==> config.mk <==
export PLATFORM = sky130hd
export DESIGN_NAME = vc_plru
export DESIGN_NICKNAME = d
export VERILOG_FILES = /design/src/common/vc_cache_pkg.sv /design/src/victim_cache/vc_plru.sv
export VERILOG_INCLUDE_DIRS = /design/src /design/src/common
export SDC_FILE = /design/constraint.sdc
export NUM_CORES = 1
export LEC_CHECK = 0
export BUFFER_PORTS_ARGS = -buffer_cell sky130_fd_sc_hd__buf_2
export CAP_MARGIN = 30
export CELL_PAD_IN_SITES_DETAIL_PLACEMENT = 0
export CELL_PAD_IN_SITES_GLOBAL_PLACEMENT = 2
export CORE_MARGIN = 1
export CORE_UTILIZATION = 40
export DETAILED_ROUTE_END_ITERATION = 7
export GPL_TIMING_DRIVEN = 0
export MAX_ROUTING_LAYER = met4
export PLACE_DENSITY = 0.83
export SYNTH_ARGS = -nofsm -noshare
export SYNTH_HDL_FRONTEND = slang
export SYNTH_SLANG_ARGS = --single-unit
==> constraint.sdc <==
create_clock -name clk_i -period 2.35 [get_ports clk_i]
set_input_delay 0.1175 -clock clk_i [delete_from_list [all_inputs] [get_ports clk_i]]
set_output_delay 0.1175 -clock clk_i [all_outputs]
set_load 0.05 [all_outputs]
==> src/common/vc_consts.svh <==
`ifndef VC_CONSTS_SVH
`define VC_CONSTS_SVH

// cache geometry
`define VC_WAYS 8
`define VC_SETS 16
`define VC_IDX_W 4

// line address splits into tag and set index
`define VC_ADDR_W 32
`define VC_TAG_W 28

// one word stands for the whole line
`define VC_DATA_W 32

// AXI4-Lite bus widths
`define VC_AXIL_ADDR_W 32
`define VC_AXIL_DATA_W 32

// register byte offsets
`define VC_CSR_CTRL 32'h0000_0000
`define VC_CSR_HITS 32'h0000_0004
`define VC_CSR_MISSES 32'h0000_0008
`define VC_CSR_EVICTS 32'h0000_000C

`endif

==> src/common/vc_cache_pkg.sv <==
`default_nettype none
`include "vc_consts.svh"

package vc_cache_pkg;

    // operation carried by a cache request
    typedef enum logic {
        VC_OP_LOOKUP = 1'b0,
        VC_OP_INSERT = 1'b1
    } vc_op_e;

    // way number inside a set
    typedef logic [$clog2(`VC_WAYS)-1:0] vc_way_t;

    // request from the first-level cache, 66 bits
    typedef struct packed {
        logic                  valid;
        vc_op_e                op;
        logic [`VC_ADDR_W-1:0] addr;
        logic [`VC_DATA_W-1:0] data;
    } vc_req_t;

    // registered response, one cycle after the request
    typedef struct packed {
        logic                  valid;
        logic                  hit;
        logic [`VC_DATA_W-1:0] data;
        // line pushed out by an insert into a full set
        logic                  evict;
        logic [`VC_ADDR_W-1:0] evict_addr;
        logic [`VC_DATA_W-1:0] evict_data;
    } vc_rsp_t;

    // single-cycle pulses toward the counters
    typedef struct packed {
        logic hit;
        logic miss;
        logic evict;
    } vc_event_t;

endpackage

`default_nettype wire

==> src/victim_cache/vc_plru.sv <==
`default_nettype none
`include "vc_consts.svh"

module vc_plru (
    input  wire                    clk_i,
    input  wire                    rst_ni,
    input  wire [`VC_IDX_W-1:0]    index_i,
    input  wire                    touch_i,
    input  wire vc_cache_pkg::vc_way_t touch_way_i,
    input  wire                    flush_i,
    output vc_cache_pkg::vc_way_t  victim_way_o
);

    // tree nodes per set
    //   L0 picks the half, L1/L2 the quarter, L3..L6 the way
    // a node bit holds the direction of the last touch
    localparam int NODES = 7;

    logic [NODES-1:0] node_we;
    logic [NODES-1:0] node_val;
    logic [NODES-1:0] node_rd;
    vc_cache_pkg::vc_way_t victim;

    // which nodes sit on the path of the touched way
    always_comb begin
        node_we  = '0;
        node_val = '0;
        // root always on the path
        node_we[0]  = touch_i;
        node_val[0] = touch_way_i[2];
        // middle level, left or right by bit 2
        node_we[1]  = touch_i && !touch_way_i[2];
        node_we[2]  = touch_i && touch_way_i[2];
        node_val[1] = touch_way_i[1];
        node_val[2] = touch_way_i[1];
        // leaf chosen by bits 2 and 1
        for (int k = 0; k < 4; k++) begin
            node_we[3+k]  = touch_i && (touch_way_i[2:1] == 2'(k));
            node_val[3+k] = touch_way_i[0];
        end
    end

    // one bit per set for each node
    for (genvar n = 0; n < NODES; n++) begin : g_node
        logic [`VC_SETS-1:0] bits_q;

        always_ff @(posedge clk_i) begin
            if (!rst_ni || flush_i) begin
                bits_q <= '0;
            end else if (node_we[n]) begin
                bits_q[index_i] <= node_val[n];
            end
        end

        // node value for the set being addressed
        assign node_rd[n] = bits_q[index_i];
    end

    // walk away from the recent side at every level
    always_comb begin
        victim[2] = ~node_rd[0];
        victim[1] = victim[2] ? ~node_rd[2] : ~node_rd[1];
        victim[0] = ~node_rd[3 + {victim[2], victim[1]}];
    end

    assign victim_way_o = victim;

    // store must never touch with an undefined way
    a_touch_known: assert property (
        @(posedge clk_i) disable iff (!rst_ni)
        touch_i |-> !$isunknown(touch_way_i)
    );

endmodule

`default_nettype wire

==> results.txt <==
Arrival time worst endpoint -> 2250 ps
Sequential share of the synthesized area -> 0.4203
Clk sink count -> 112
Minimum clock period -> 2372 ps
Setup Buffers After CTS -> 0
Largest net degree at the start of global routing -> 19
CP endpoint kind -> output port
Synth area leader -> dfxtp_1
Nets -> 602
Failing checks -> setup timing
Syn-to-layout area delta -> 11.14%
DR vias -> 4459
Initial Utilization -> 0.4160
Gpl congestion -> 0.8649
Grt total ovfl -> 0
Worst Setup SP -> g_node[4].bits_q[11]$_SDFFE_PP0P_
Area share of the largest cell type after synthesis -> 0.4203
Tot Pwr -> 3.758 mW
Worst hold path class -> input pin to register
Diode count -> 0
Seq pwr share -> 0.506
Core area -> 0.01282 mm^2
Iteration-0 DRC Markers -> 452
Drt pass-1 iters -> 5
Die H -> 117.5 um
Fmax -> 421.6 MHz
Most flops, register -> g_node.bits_q
Layout Cells excl Fill -> 768
Count leader, synth -> dfxtp_1
Global-route wire length before repair -> 24960 um
Worst R2R Start -> g_node[5].bits_q[2]$_SDFFE_PP0P_
Slew @ Worst Pin -> 807.3 ps
DR vias/cell -> 5.806
Port bufs -> 6
WL final -> 16180 um
Synthesized Nets -> 585
Commonest cells in the synthesized netlist -> dfxtp_1, nor2_1, a21oi_1
Worst-path maximum fanout -> 2
Result of the run -> finished, violations left
Peak VDD IR -> 0.3480 mV
Setup crit start kind -> register
Cts bufs inserted -> 9
Top cells by area, synth -> dfxtp_1, mux2i_1, mux4_2, a21oi_1, nor2_1
DIE AREA -> 0.01380 mm^2
I/O pins -> 14
Die W -> 117.5 um
Worst reg-to-reg path cell count -> 2
GRT Util Overall -> 0.2502
Largest regs -> g_node.bits_q x112
FF+latch count, synth -> 112
Syn_area_per_cell -> 9.295 um^2
Clock Path Buffers -> 2
Syn. warnings -> 0
Synth Cell Area -> 0.005335 mm^2
Worst relative slew slack -> 0.4618
Sw power -> 0.9523 mW
Placed Cells -> 752
Hold buffer count at cts -> 0
Clk pwr share -> 0.417
Drt drc -> 0
CTS tree -> built
Asr flop ratio synth -> 0
Worst Hold Path EP -> g_node[5].bits_q[7]$_SDFFE_PP0P_
Fraction of layout cells with a size suffix above 1 -> 0.1040
Number of flops mapped to enable cells by yosys -> 0
Setup Skew -> 0 ps
Clock latency on the worst-skew pair -> 360 ps
Number of global-route vias before repair -> 4233
HPWL Detailed -> 11600 um
Worst setup margin -> -21.89 ps
Worst hold path cell count -> 3
R2R Setup Slk -> 1670 ps
Worst hold slack -> 283.4 ps
Reg-to-reg endpoint -> g_node[5].bits_q[2]$_SDFFE_PP0P_
Clock transition at path regs -> 80 ps
Final period util -> 1.009
Drt wl/cell -> 21.06 um
Slew Limit Fails -> 0
WP data required -> 2230 ps
Endpoints failing setup -> 1
Total negative slack -> -21.89 ps
Pwr dens -> 633.7 mW/mm^2
Antenna-violating nets left -> 0
Max reg flops -> 112
H-tree depth -> 3
Net Sw Frac -> 0.2534
Hold Vio Cnt, Final -> 0
RSZ-0062 raised after global routing -> yes
CP Class -> register to output port
Hold_sp -> touch_way_i[1]
Dominant synthesized flop cell -> dfxtp_1
Site row count -> 41
Internal power -> 2.805 mW
CTS root buffer -> clkbuf_16
Total of max-cap violations -> 0
Syn Inst Count -> 574
Initial antenna violation count -> 0
Post-synthesis cell type count -> 32
Leakage -> 2.073 nW
Power share of the combinational group -> 0.077
-- how the worst max path moves through the flow --
stage	end	slack [ps]	cells past startpoint
after floorplan	victim_way_o[0]	70	6
after CTS	victim_way_o[0]	-60	6
after global placement	victim_way_o[0]	-380	8
final	victim_way_o[0]	-20	6
after detailed placement	victim_way_o[0]	-400	8
after global routing	victim_way_o[0]	-120	6
-- power groups by stage --
stage | clock [mW] | combinational, mW | sequential, mW
floorplan | 0 | 0.184 | 1.95
global placement | 0 | 0.281 | 1.95
detailed placement | 0 | 0.283 | 1.95
CTS | 1.60 | 0.285 | 1.90
global route | 1.68 | 0.308 | 1.90
finish | 1.57 | 0.288 | 1.90
-- worst max-delay path, stage by stage (launching register included) --
cell and delay (ps):
dfxtp_1 310, mux4_2 500, a22o_1 230, a221oi_4 260, nor4_2 90, nor4_4 300, buf_6 200
-- cells in the final DEF (no fill, tap or decap), drive strengths merged --
master / count
a21oi: 60
a221oi: 1
a22o: 7
a22oi: 2
and2: 1
and3: 2
and3b: 3
buf: 19
bufinv: 1
clkbuf: 57
clkinv: 3
clkinvlp: 1
dfxtp: 112
inv: 1
mux2: 1
mux2i: 52
mux4: 30
nand2: 52
nand2b: 16
nand3: 17
nand3b: 2
nand4: 16
nor2: 72
nor2b: 2
nor3: 19
nor3b: 2
nor4: 15
o21ai: 28
or2: 1
or3b: 1
-- cell type report --
cell class / instances / area, um^2
repair buffers: 6 / 36.28
flip-flops and latches: 112 / 2242
clock inverters: 6 / 68.82
fillers: 1297 / 6895
clock buffers: 10 / 229.0
multi-input cells: 402 / 2874
plain buffers: 60 / 264.0
well taps: 172 / 215.2
-- repair_timing --
item / CTS / global route
gates resized for setup: 12 / 5
endpoints found under the setup margin: 2 / 2
pin swaps: 0 / 1
-- cells by family (layout without fill, tap and decap cells) --
logic type | count (synthesis) | count (layout) | synth area share
muxes | 83 | 83 | 0.2333
DFF | 112 | 112 | 0.4203
and+or+nand+nor | 221 | 221 | 0.1996
buffers and inverters | 60 | 82 | 0.04831
AOI/OAI and AO/OA | 98 | 98 | 0.09850
-- stage by stage --
stage	util	instance area [um^2]	setup slack, ps
after floorplan	-	5344	66.17
after global placement	0.4358	5589	-375.4
after detailed placement	0.4358	5589	-396.1
after CTS	0.4607	5908	-56.56
after global routing	0.4623	5929	-116.9
final	0.4623	5929	-21.89
-- layer usage --
| metal | global-route usage | up-vias | part of all wire |
|---|---|---|---|
| met5 | - | - | 0 |
| met2 | 0.3813 | 143 | 0.46 |
| met4 | 0.07532 | 0 | 0.018 |
| met1 | 0.3365 | 2200 | 0.46 |
| met3 | 0.04893 | 21 | 0.064 |
| li1 | - | 2095 | - |
No activity file was read; power rests on OpenSTA's default activity.
