**src/common/vc_consts.svh**
```systemverilog
`ifndef VC_CONSTS_SVH
`define VC_CONSTS_SVH

// cache geometry
`define VC_WAYS 8
`define VC_SETS 16
`define VC_IDX_W 4

// line address splits into tag and set index
`define VC_ADDR_W 32
`define VC_TAG_W 28

// one word stands for the whole line
`define VC_DATA_W 32

// AXI4-Lite bus widths
`define VC_AXIL_ADDR_W 32
`define VC_AXIL_DATA_W 32

// register byte offsets
`define VC_CSR_CTRL 32'h0000_0000
`define VC_CSR_HITS 32'h0000_0004
`define VC_CSR_MISSES 32'h0000_0008
`define VC_CSR_EVICTS 32'h0000_000C

`endif

```
**src/common/vc_cache_pkg.sv**
```systemverilog
`default_nettype none
`include "vc_consts.svh"

package vc_cache_pkg;

    // operation carried by a cache request
    typedef enum logic {
        VC_OP_LOOKUP = 1'b0,
        VC_OP_INSERT = 1'b1
    } vc_op_e;

    // way number inside a set
    typedef logic [$clog2(`VC_WAYS)-1:0] vc_way_t;

    // request from the first-level cache, 66 bits
    typedef struct packed {
        logic                  valid;
        vc_op_e                op;
        logic [`VC_ADDR_W-1:0] addr;
        logic [`VC_DATA_W-1:0] data;
    } vc_req_t;

    // registered response, one cycle after the request
    typedef struct packed {
        logic                  valid;
        logic                  hit;
        logic [`VC_DATA_W-1:0] data;
        // line pushed out by an insert into a full set
        logic                  evict;
        logic [`VC_ADDR_W-1:0] evict_addr;
        logic [`VC_DATA_W-1:0] evict_data;
    } vc_rsp_t;

    // single-cycle pulses toward the counters
    typedef struct packed {
        logic hit;
        logic miss;
        logic evict;
    } vc_event_t;

endpackage

`default_nettype wire

```
**src/common/vc_axil_pkg.sv**
```systemverilog
`default_nettype none
`include "vc_consts.svh"

package vc_axil_pkg;

    // standard AXI response codes
    typedef enum logic [1:0] {
        AXIL_OKAY   = 2'b00,
        AXIL_EXOKAY = 2'b01,
        AXIL_SLVERR = 2'b10,
        AXIL_DECERR = 2'b11
    } axil_resp_e;

    // write address
    typedef struct packed {
        logic [`VC_AXIL_ADDR_W-1:0] addr;
        logic                       valid;
    } axil_aw_t;

    // write data
    typedef struct packed {
        logic [`VC_AXIL_DATA_W-1:0]   data;
        logic [`VC_AXIL_DATA_W/8-1:0] strb;
        logic                         valid;
    } axil_w_t;

    // write response
    typedef struct packed {
        axil_resp_e resp;
        logic       valid;
    } axil_b_t;

    // read address
    typedef struct packed {
        logic [`VC_AXIL_ADDR_W-1:0] addr;
        logic                       valid;
    } axil_ar_t;

    // read data
    typedef struct packed {
        logic [`VC_AXIL_DATA_W-1:0] data;
        axil_resp_e                 resp;
        logic                       valid;
    } axil_r_t;

    // master side
    typedef struct packed {
        axil_aw_t aw;
        axil_w_t  w;
        axil_ar_t ar;
        logic     bready;
        logic     rready;
    } axil_req_t;

    // slave side
    typedef struct packed {
        axil_b_t b;
        axil_r_t r;
        logic    awready;
        logic    wready;
        logic    arready;
    } axil_rsp_t;

endpackage

`default_nettype wire

```
**src/source/vc_csr_axil.sv**
```systemverilog
`default_nettype none
`include "vc_consts.svh"

module vc_csr_axil (
    input  wire                          clk_i,
    input  wire                          rst_ni,
    input  wire vc_axil_pkg::axil_req_t  axil_req_i,
    output vc_axil_pkg::axil_rsp_t       axil_rsp_o,
    input  wire vc_cache_pkg::vc_event_t event_i,
    output logic                         enable_o,
    output logic                         flush_o
);

    // counter order is hits, misses, evicts
    localparam int N_CNT = 3;
    localparam logic [`VC_AXIL_ADDR_W-1:0] CNT_OFS [N_CNT] = '{
        `VC_CSR_HITS, `VC_CSR_MISSES, `VC_CSR_EVICTS
    };

    logic                       enable_q;
    logic                       flush_q;
    logic [31:0]                cnt_q [N_CNT];
    logic [N_CNT-1:0]           ev_vec;

    logic                       wr_fire;
    logic                       rd_fire;
    logic [`VC_AXIL_ADDR_W-1:0] wr_addr;
    logic                       wr_ctrl;
    logic                       wr_err;
    logic [`VC_AXIL_DATA_W-1:0] rd_data;
    logic                       rd_err;

    logic                       bvalid_q;
    vc_axil_pkg::axil_resp_e    bresp_q;
    logic                       rvalid_q;
    logic [`VC_AXIL_DATA_W-1:0] rdata_q;
    vc_axil_pkg::axil_resp_e    rresp_q;

    // write needs both channels and a free B slot
    assign wr_fire = axil_req_i.aw.valid && axil_req_i.w.valid && !bvalid_q;
    assign rd_fire = axil_req_i.ar.valid && !rvalid_q;
    assign wr_addr = axil_req_i.aw.addr;
    assign wr_ctrl = wr_fire && (wr_addr == `VC_CSR_CTRL) && axil_req_i.w.strb[0];

    assign ev_vec  = {event_i.evict, event_i.miss, event_i.hit};

    // write decode, anything off the map is an error
    always_comb begin
        wr_err = 1'b1;
        if (wr_addr == `VC_CSR_CTRL) begin
            wr_err = 1'b0;
        end
        for (int i = 0; i < N_CNT; i++) begin
            if (wr_addr == CNT_OFS[i]) begin
                wr_err = 1'b0;
            end
        end
    end

    // control bits
    always_ff @(posedge clk_i) begin
        if (!rst_ni) begin
            enable_q <= 1'b1;
            flush_q  <= 1'b0;
        end else begin
            // flush lasts exactly one cycle
            flush_q <= wr_ctrl && axil_req_i.w.data[1];
            if (wr_ctrl) begin
                enable_q <= axil_req_i.w.data[0];
            end
        end
    end

    // event counters, a write clears and beats the increment
    always_ff @(posedge clk_i) begin
        if (!rst_ni) begin
            cnt_q <= '{default: '0};
        end else begin
            for (int i = 0; i < N_CNT; i++) begin
                if (wr_fire && (wr_addr == CNT_OFS[i])) begin
                    cnt_q[i] <= '0;
                end else if (ev_vec[i]) begin
                    cnt_q[i] <= cnt_q[i] + 32'd1;
                end
            end
        end
    end

    // read mux, flush bit reads back as zero
    always_comb begin
        rd_data = '0;
        rd_err  = 1'b0;
        case (axil_req_i.ar.addr)
            `VC_CSR_CTRL:   rd_data = {31'd0, enable_q};
            `VC_CSR_HITS:   rd_data = cnt_q[0];
            `VC_CSR_MISSES: rd_data = cnt_q[1];
            `VC_CSR_EVICTS: rd_data = cnt_q[2];
            default:        rd_err  = 1'b1;
        endcase
    end

    // B and R valid, held until taken
    always_ff @(posedge clk_i) begin
        if (!rst_ni) begin
            bvalid_q <= 1'b0;
            rvalid_q <= 1'b0;
        end else begin
            if (wr_fire) begin
                bvalid_q <= 1'b1;
            end else if (axil_req_i.bready) begin
                bvalid_q <= 1'b0;
            end
            if (rd_fire) begin
                rvalid_q <= 1'b1;
            end else if (axil_req_i.rready) begin
                rvalid_q <= 1'b0;
            end
        end
    end

    // response payloads captured at acceptance
    always_ff @(posedge clk_i) begin
        if (wr_fire) begin
            bresp_q <= wr_err ? vc_axil_pkg::AXIL_SLVERR : vc_axil_pkg::AXIL_OKAY;
        end
        if (rd_fire) begin
            rdata_q <= rd_data;
            rresp_q <= rd_err ? vc_axil_pkg::AXIL_SLVERR : vc_axil_pkg::AXIL_OKAY;
        end
    end

    // ready pulses in the accepting cycle
    assign axil_rsp_o.awready = wr_fire;
    assign axil_rsp_o.wready  = wr_fire;
    assign axil_rsp_o.arready = rd_fire;
    assign axil_rsp_o.b.valid = bvalid_q;
    assign axil_rsp_o.b.resp  = bresp_q;
    assign axil_rsp_o.r.valid = rvalid_q;
    assign axil_rsp_o.r.data  = rdata_q;
    assign axil_rsp_o.r.resp  = rresp_q;

    assign enable_o = enable_q;
    assign flush_o  = flush_q;

    // B channel must not drop before the master takes it
    a_b_hold: assert property (
        @(posedge clk_i) disable iff (!rst_ni)
        bvalid_q && !axil_req_i.bready |=> bvalid_q
    );

endmodule

`default_nettype wire

```
**config.mk**
```make
export PLATFORM = sky130hd
export DESIGN_NAME = vc_csr_axil
export DESIGN_NICKNAME = d
export VERILOG_FILES = /design/src/common/vc_cache_pkg.sv /design/src/common/vc_axil_pkg.sv /design/src/source/vc_csr_axil.sv
export VERILOG_INCLUDE_DIRS = /design/src /design/src/common
export SDC_FILE = /design/constraint.sdc
export NUM_CORES = 1
export LEC_CHECK = 0
export CORE_MARGIN = 1
export CORE_UTILIZATION = 55
export DETAILED_ROUTE_END_ITERATION = 6
export DONT_BUFFER_PORTS = 1
export PLACE_DENSITY = 0.81
export SLEW_MARGIN = 5
export SYNTH_ARGS = -nofsm -noshare
export SYNTH_HDL_FRONTEND = slang
export SYNTH_SLANG_ARGS = --single-unit
```
**constraint.sdc**
```tcl
create_clock -name clk_i -period 2.7 [get_ports clk_i]
set_clock_uncertainty 0.05 [all_clocks]
set_input_delay 0.135 -clock clk_i [delete_from_list [all_inputs] [get_ports clk_i]]
set_output_delay 0.135 -clock clk_i [all_outputs]
set_load 0.02 [all_outputs]
```
==> results of run 1 <==
[layout by cell type (no fill, tap or decap), drive strengths merged, types with 2 or more instances in the layout]
| master | instances |
|---|---|
| bufinv | 3 |
| and4 | 8 |
| or3 | 6 |
| a21oi | 7 |
| o41ai | 3 |
| xor2 | 53 |
| mux2 | 27 |
| nand4 | 41 |
| ha | 3 |
| edfxtp | 34 |
| xnor2 | 32 |
| clkbuf | 27 |
| a22oi | 31 |
| nand2 | 46 |
| nand3 | 28 |
| mux2i | 4 |
| o21ai | 10 |
| conb | 2 |
| and2 | 2 |
| buf | 13 |
| inv | 9 |
| nor4 | 24 |
| nor3 | 19 |
| nand2b | 2 |
| nor2b | 6 |
| clkinv | 2 |
| nor2 | 135 |
| or4 | 6 |
| and3 | 10 |
| dlygate4sd3 | 15 |
| dfxtp | 100 |
[power by group]
| part | switching (mW) | internal, mW | leakage (nW) | total (mW) |
|---|---|---|---|---|
| clock | 0.838 | 1.75 | 0.334 | 2.58 |
| combinational | 0.0937 | 0.0569 | 1.03 | 0.151 |
| sequential | 0.0631 | 2.10 | 1.14 | 2.16 |
| total | 0.995 | 3.90 | 2.50 | 4.89 |
[worst paths after layout]
path                       start   endpoint  slack [ns]  cells past startpoint
setup reg to reg       cnt_q[32]  cnt_q[54]        0.37                      6
setup / recovery  axil_req_i[73]   enable_o        0.26                      7
hold / removal        event_i[2]  cnt_q[67]        0.02                      3
hold reg to reg        cnt_q[31]  cnt_q[31]        0.46                      2
[sequential cells by signal (all words and copies together), names as in the netlist]
register / cells
bresp_q: 1
bvalid_q: 1
cnt_q: 96
enable_o: 1
flush_o: 1
rdata_q: 32
rresp_q: 1
rvalid_q: 1
[repair_timing]
| item | CTS | global route |
|---|---|---|
| hold buffers | 15 | 0 |
| resized for setup | 0 | 0 |
| hold endpoints to repair | 49 | 0 |
[routing by layer]
metal / vias up / wire length (um) / GRT usage (%)
met5: - / 0 / 0
met4: 0 / 301 / 8.38
met3: 29 / 1050 / 6.75
met2: 216 / 7680 / 43.7
met1: 2485 / 6230 / 30.0
li1: 2466 / - / -
[area by class of cell]
class	instances	area [um^2]	area share [%]
Timing Repair Buffer	28	248	3.32
Sequential cell	134	3020	40.5
Tap cell	143	179	2.40
Clock inverter	5	100	1.34
Inverter	9	33.8	0.452
Clock buffer	27	578	7.74
Multi-Input combinational cell	512	3300	44.3
[stage by stage]
step	cells	instance area, um^2
detailed placement	811	6640
finish	858	7470
global route	858	7470
CTS	858	7470
global placement	811	6640
floorplan	690	6580
[critical path: stages]
cell and delay [ns]:
dlygate4sd3_1 0.58, nor3_4 0.17, dlygate4sd3_1 0.61, nand4_4 0.18, nor3_1 0.29, mux2i_1 0.22, dlygate4sd3_1 0.57
[cell usage after synthesis, types with 10 or more instances]
library cell	instances
nand4_1	40
nand2_1	46
xnor2_1	32
nor3_1	18
clkbuf_1	16
and3_1	10
nand3_1	28
mux2_2	27
edfxtp_1	34
nor2_1	119
o21ai_0	10
xor2_1	53
a22oi_1	31
nor4_1	21
nor2_2	16
dfxtp_1	100
[logic make-up after synthesis]
family	count (synthesis)	share of synthesized area, %
xor+xnor	85	11.3
mux	32	5.57
buf+inv	44	4.00
other cells	1	0.0570
simple gates	334	25.8
flops	134	46.0
fa+ha+maj	3	0.571
compound gates	56	6.74
==> impl_results.md, run 1 <==
* Slew Limit Fails at 0
* Status: complete, but fails checks
* First-pass GRT wire length at about 24000 um
* Avg Cell Area, Syn at 9.54 um^2
* VDD IR max at 0.539 mV
* Initial antenna violation count at 0
* ANT cells at 0
* Mapped Area at approximately 0.0066 mm^2
* Max-slew headroom at between 20% and 30%
* DR vias at 5196
* Gp weighted congestion at between 0.8 and 0.9
* Total power at approximately 5 mW
* Die Ht at 111 um
* Ports at about 150
* Final #Nets at ~820
* Leakage at roughly 2.5 nW
* WP data required at 3.02 ns
* Worst-skew pair later-pin latency at 0.43 ns
* Largest net degree at the start of global routing at 38
* Root Buffer: clkbuf_16
* Vias in the first global route at around 5.0k
* Commonest register cell after synthesis: dfxtp_1
* Dpl hpwl at 10300 um
* Post-synth EDFFs at 34
* Endpoint class of the critical path: register
* Fin util at 64.8%
* Die area at 0.0124 mm^2
* Tot GR Track Use at 25.1%
* Final WS setup at 0.264 ns
* Total gr overflow at 0
* Post-synth ARST share at 0%
* H-tree Lvls at 4
* Worst hold slack at 0.0221 ns
* Worst-path clk slew at approximately 0.06 ns
* Failing checks: DRC
* Post-CTS setup buffers at 0
* Row count at 39
* CTS tree: yes
* Fillers at around 850
* Slew @ Worst Pin at 1.17 ns
* Worst-path maximum fanout at 6
* Vias/cell at 6.06
* P&R area growth vs syn at 13.5%
* Yosys top cell by area: dfxtp_1
* Die width at 111 um
* Hold Fails Final Rpt at 0
* CP arrival at around 2.8 ns
* DRC at 32
* Share of cells above drive strength 1 at 13.7%
* Worst slack, placed at around 0.43 ns
* Final period utilization at 90.2%
* Share of the synthesized area in the top cell type at 30.4%
* Tmin final at between 2 and 2.5 ns
* Setup TNS at 0 ns
* Routed WL at 15300 um
* Hold WC Path Type: primary input to register
* Port Buffers at 0
* Synth unique cells at 43
* Synthesized instance count at 689
* Core area at 0.0115 mm^2
* Synthesis Warnings at 0
* Crit Path Class: primary input to register
* Setup crit start kind: primary input
* DR WL/cell at 17.8 um
* Initial drt markers at 368
* Max Root-Sink Buffers at 2
* Final ANT Viol Nets at 0
* Fmax at 411 MHz
* Seq cells post-synth at 134
* Post-synthesis sequential area ratio at 46.0%
* DRT Pass-1 Iters at 7
* Clock Sinks at approximately 130
* RSZ-0062 raised after global routing: false
* Final Setup Violations at 0
* Power per standard cell area at 656 mW/mm^2
* Area contributors post-synth: dfxtp_1 30%, edfxtp_1 16%, xor2_1 7.1%
* TritonCTS buffer count at 17
* Initial Util at 57.1%
* Max-cap viol count at 0
(Power assumes the default switching activity.)
==> inputs of run 2 (changes only) <==
- CTS_BUF_LIST: default -> sky130_fd_sc_hd__clkbuf_8
==> impl_results.md, run 2 (synthesis gave the netlist of run 1 again) <==
* DP Cell Count at 811 (unchanged)
* CP most frequent cell: dlygate4sd3_1 (unchanged)
* Final period utilization at 90.2% (about the same)
* Slew Limit Fails at 0 (unchanged)
* Initial drt markers at 398 (was 368)
* Fillers at 881 (was 853)
* Worst hold slack at 0.0247 ns (was 0.0221 ns)
* Worst path max stage delay at 0.61 ns (about the same)
* DRC at 32 (unchanged)
* Endpoint class of the critical path: register (unchanged)
* CP arrival at 2.77 ns (was 2.76 ns)
* Setup TNS at 0 ns (unchanged)
* Initial Util at 57.1% (unchanged)
* Leakage at 2.44 nW (was 2.50 nW)
* Row count at 39 (unchanged)
* DR WL/cell at 17.3 um (was 17.8 um)
* Vias in the first global route at 4950 (was 5016)
* Most common cell after layout, fill and taps aside: nor2_1 (unchanged)
* Root Buffer: clkbuf_8 (was clkbuf_16)
* Slowest-stage cell, CP: dlygate4sd3_1 (unchanged)
* Max-cap viol count at 0 (unchanged)
* Hold Fails Final Rpt at 0 (unchanged)
* Largest reg by FF count: cnt_q (unchanged)
* Failing checks: DRC (unchanged)
* Final #Nets at 815 (unchanged)
* DR top layer: met4 (unchanged)
* ANT cells at 0 (unchanged)
* DR WL met2 at 7610 um (was 7680 um)
* Biggest regs: cnt_q: 96 flops, rdata_q: 32 flops (unchanged)
* Clock Sinks at 134 (unchanged)
* Wl on met1 at 6060 um (was 6230 um)
* Setup crit start kind: primary input (unchanged)
* Share of cells above drive strength 1 at 13.7% (unchanged)
* CTS tree: yes (unchanged)
* Final Setup Violations at 0 (unchanged)
* Critical-path cell list: dlygate4sd3_1 > nor3_4 > dlygate4sd3_1 > nand4_4 > nor3_1 > mux2i_1 > dlygate4sd3_1 (unchanged)
* DRT Pass-1 Iters at 7 (unchanged)
* WL met3 at 1010 um (was 1050 um)
* Worst-path maximum fanout at 6 (unchanged)
* Finished layout cell area at 0.00729 mm^2 (was 0.00747 mm^2)
* VDD IR max at 0.658 mV (was 0.539 mV)
* Ports at 153 (unchanged)
* First-pass GRT wire length at 24000 um (was 24400 um)
* Gp weighted congestion at 0.861 (unchanged)
* Power per standard cell area at 604 mW/mm^2 (was 656 mW/mm^2)
* Final ANT Viol Nets at 0 (unchanged)
* Total gr overflow at 0 (unchanged)
* Post-route insts no fill at 858 (unchanged)
* Port Buffers at 0 (unchanged)
* Slew @ Worst Pin at 1.16 ns (was 1.17 ns)
* Vias/cell at 6.04 (was 6.06)
* Routed WL at 14900 um (was 15300 um)
* Status: complete, but fails checks (unchanged)
* P&R area growth vs syn at 10.9% (was 13.5%)
* Die Ht at 111 um (unchanged)
* Worst-path clk slew at 0.07 ns (was 0.06 ns)
* Worst-skew pair later-pin latency at 0.45 ns (was 0.43 ns)
* Core area at 0.0115 mm^2 (unchanged)
* Die area at 0.0124 mm^2 (unchanged)
* Most frequent cells in the layout: 119 x nor2_1, 100 x dfxtp_1, 53 x xor2_1 (unchanged)
* Hold WC Path Type: primary input to register (unchanged)
* Dpl hpwl at 10300 um (unchanged)
* Largest net degree at the start of global routing at 38 (unchanged)
* Initial antenna violation count at 0 (unchanged)
* Crit Path Class: primary input to register (unchanged)
* Placed Area at 0.00664 mm^2 (unchanged)
* WP data required at 3.03 ns (was 3.02 ns)
* Tot GR Track Use at 24.5% (was 25.1%)
* H-tree Lvls at 4 (unchanged)
* Tmin final at 2.44 ns (about the same)
* Max Root-Sink Buffers at 2 (unchanged)
* DR vias at 5181 (was 5196)
* Die width at 111 um (unchanged)
* Max reg flops at 96 (unchanged)
* RSZ-0062 raised after global routing: false (unchanged)
* Fmax at 410 MHz (was 411 MHz)
* Max-slew headroom at 22.3% (was 21.5%)
* TritonCTS buffer count at 17 (unchanged)
## run 2: metal layers
| layer | global-route usage (%) | up-vias |
|---|---|---|
| met5 | 0 | - |
| met4 | 7.21 | 0 |
| met3 | 6.10 | 20 |
| met2 | 43.5 | 201 |
| met1 | 29.5 | 2485 |
| li1 | - | 2475 |
## run 2: final timing paths
kind,cells past startpoint,start,endpoint,slack [ns]
setup reg to reg,6,cnt_q[32],cnt_q[60],0.39
hold / removal,3,event_i[1],cnt_q[36],0.02
setup / recovery,7,axil_req_i[73],enable_o,0.26
hold reg to reg,2,cnt_q[31],cnt_q[31],0.46
## run 2: area by class of cell
type	count	area (um^2)	area share (%)
sequential	134	3020	41.4
inverter	9	33.8	0.463
timing repair buffer	28	248	3.40
multi-input combinational	512	3300	45.3
clock inverter	12	231	3.17
clock buffer	20	275	3.77
tap	143	179	2.45
## run 2: metrics by stage
| stage | setup slack (ns) | total power, mW | utilization (%) |
|---|---|---|---|
| floorplan | 0.310 | 2.33 | - |
| global placement | 0.509 | 2.32 | 57.6 |
| detailed placement | 0.433 | 2.33 | 57.6 |
| CTS | 0.343 | 4.43 | 63.3 |
| global route | 0.149 | 4.54 | 63.3 |
| finish | 0.264 | 4.41 | 63.3 |
## run 2: critical path: cells and delay by family
kind / cells / cell delay (ns)
buffers and inverters: 3 / 1.76
and+or+nand+nor: 3 / 0.65
muxes: 1 / 0.23
## run 2: where the power goes
part           total (mW)  switching, mW  internal, mW
combinational       0.150         0.0927        0.0569
sequential           2.16         0.0631          2.09
clock                2.10          0.751          1.35
total                4.41          0.907          3.50
## run 2: what timing repair did
| action | 4_1_cts | 5_1_grt |
|---|---|---|
| buffers inserted | 0 | 0 |
| endpoints found under the hold margin | 50 | 0 |
| hold buffers | 15 | 0 |
| gates resized for setup | 0 | 0 |
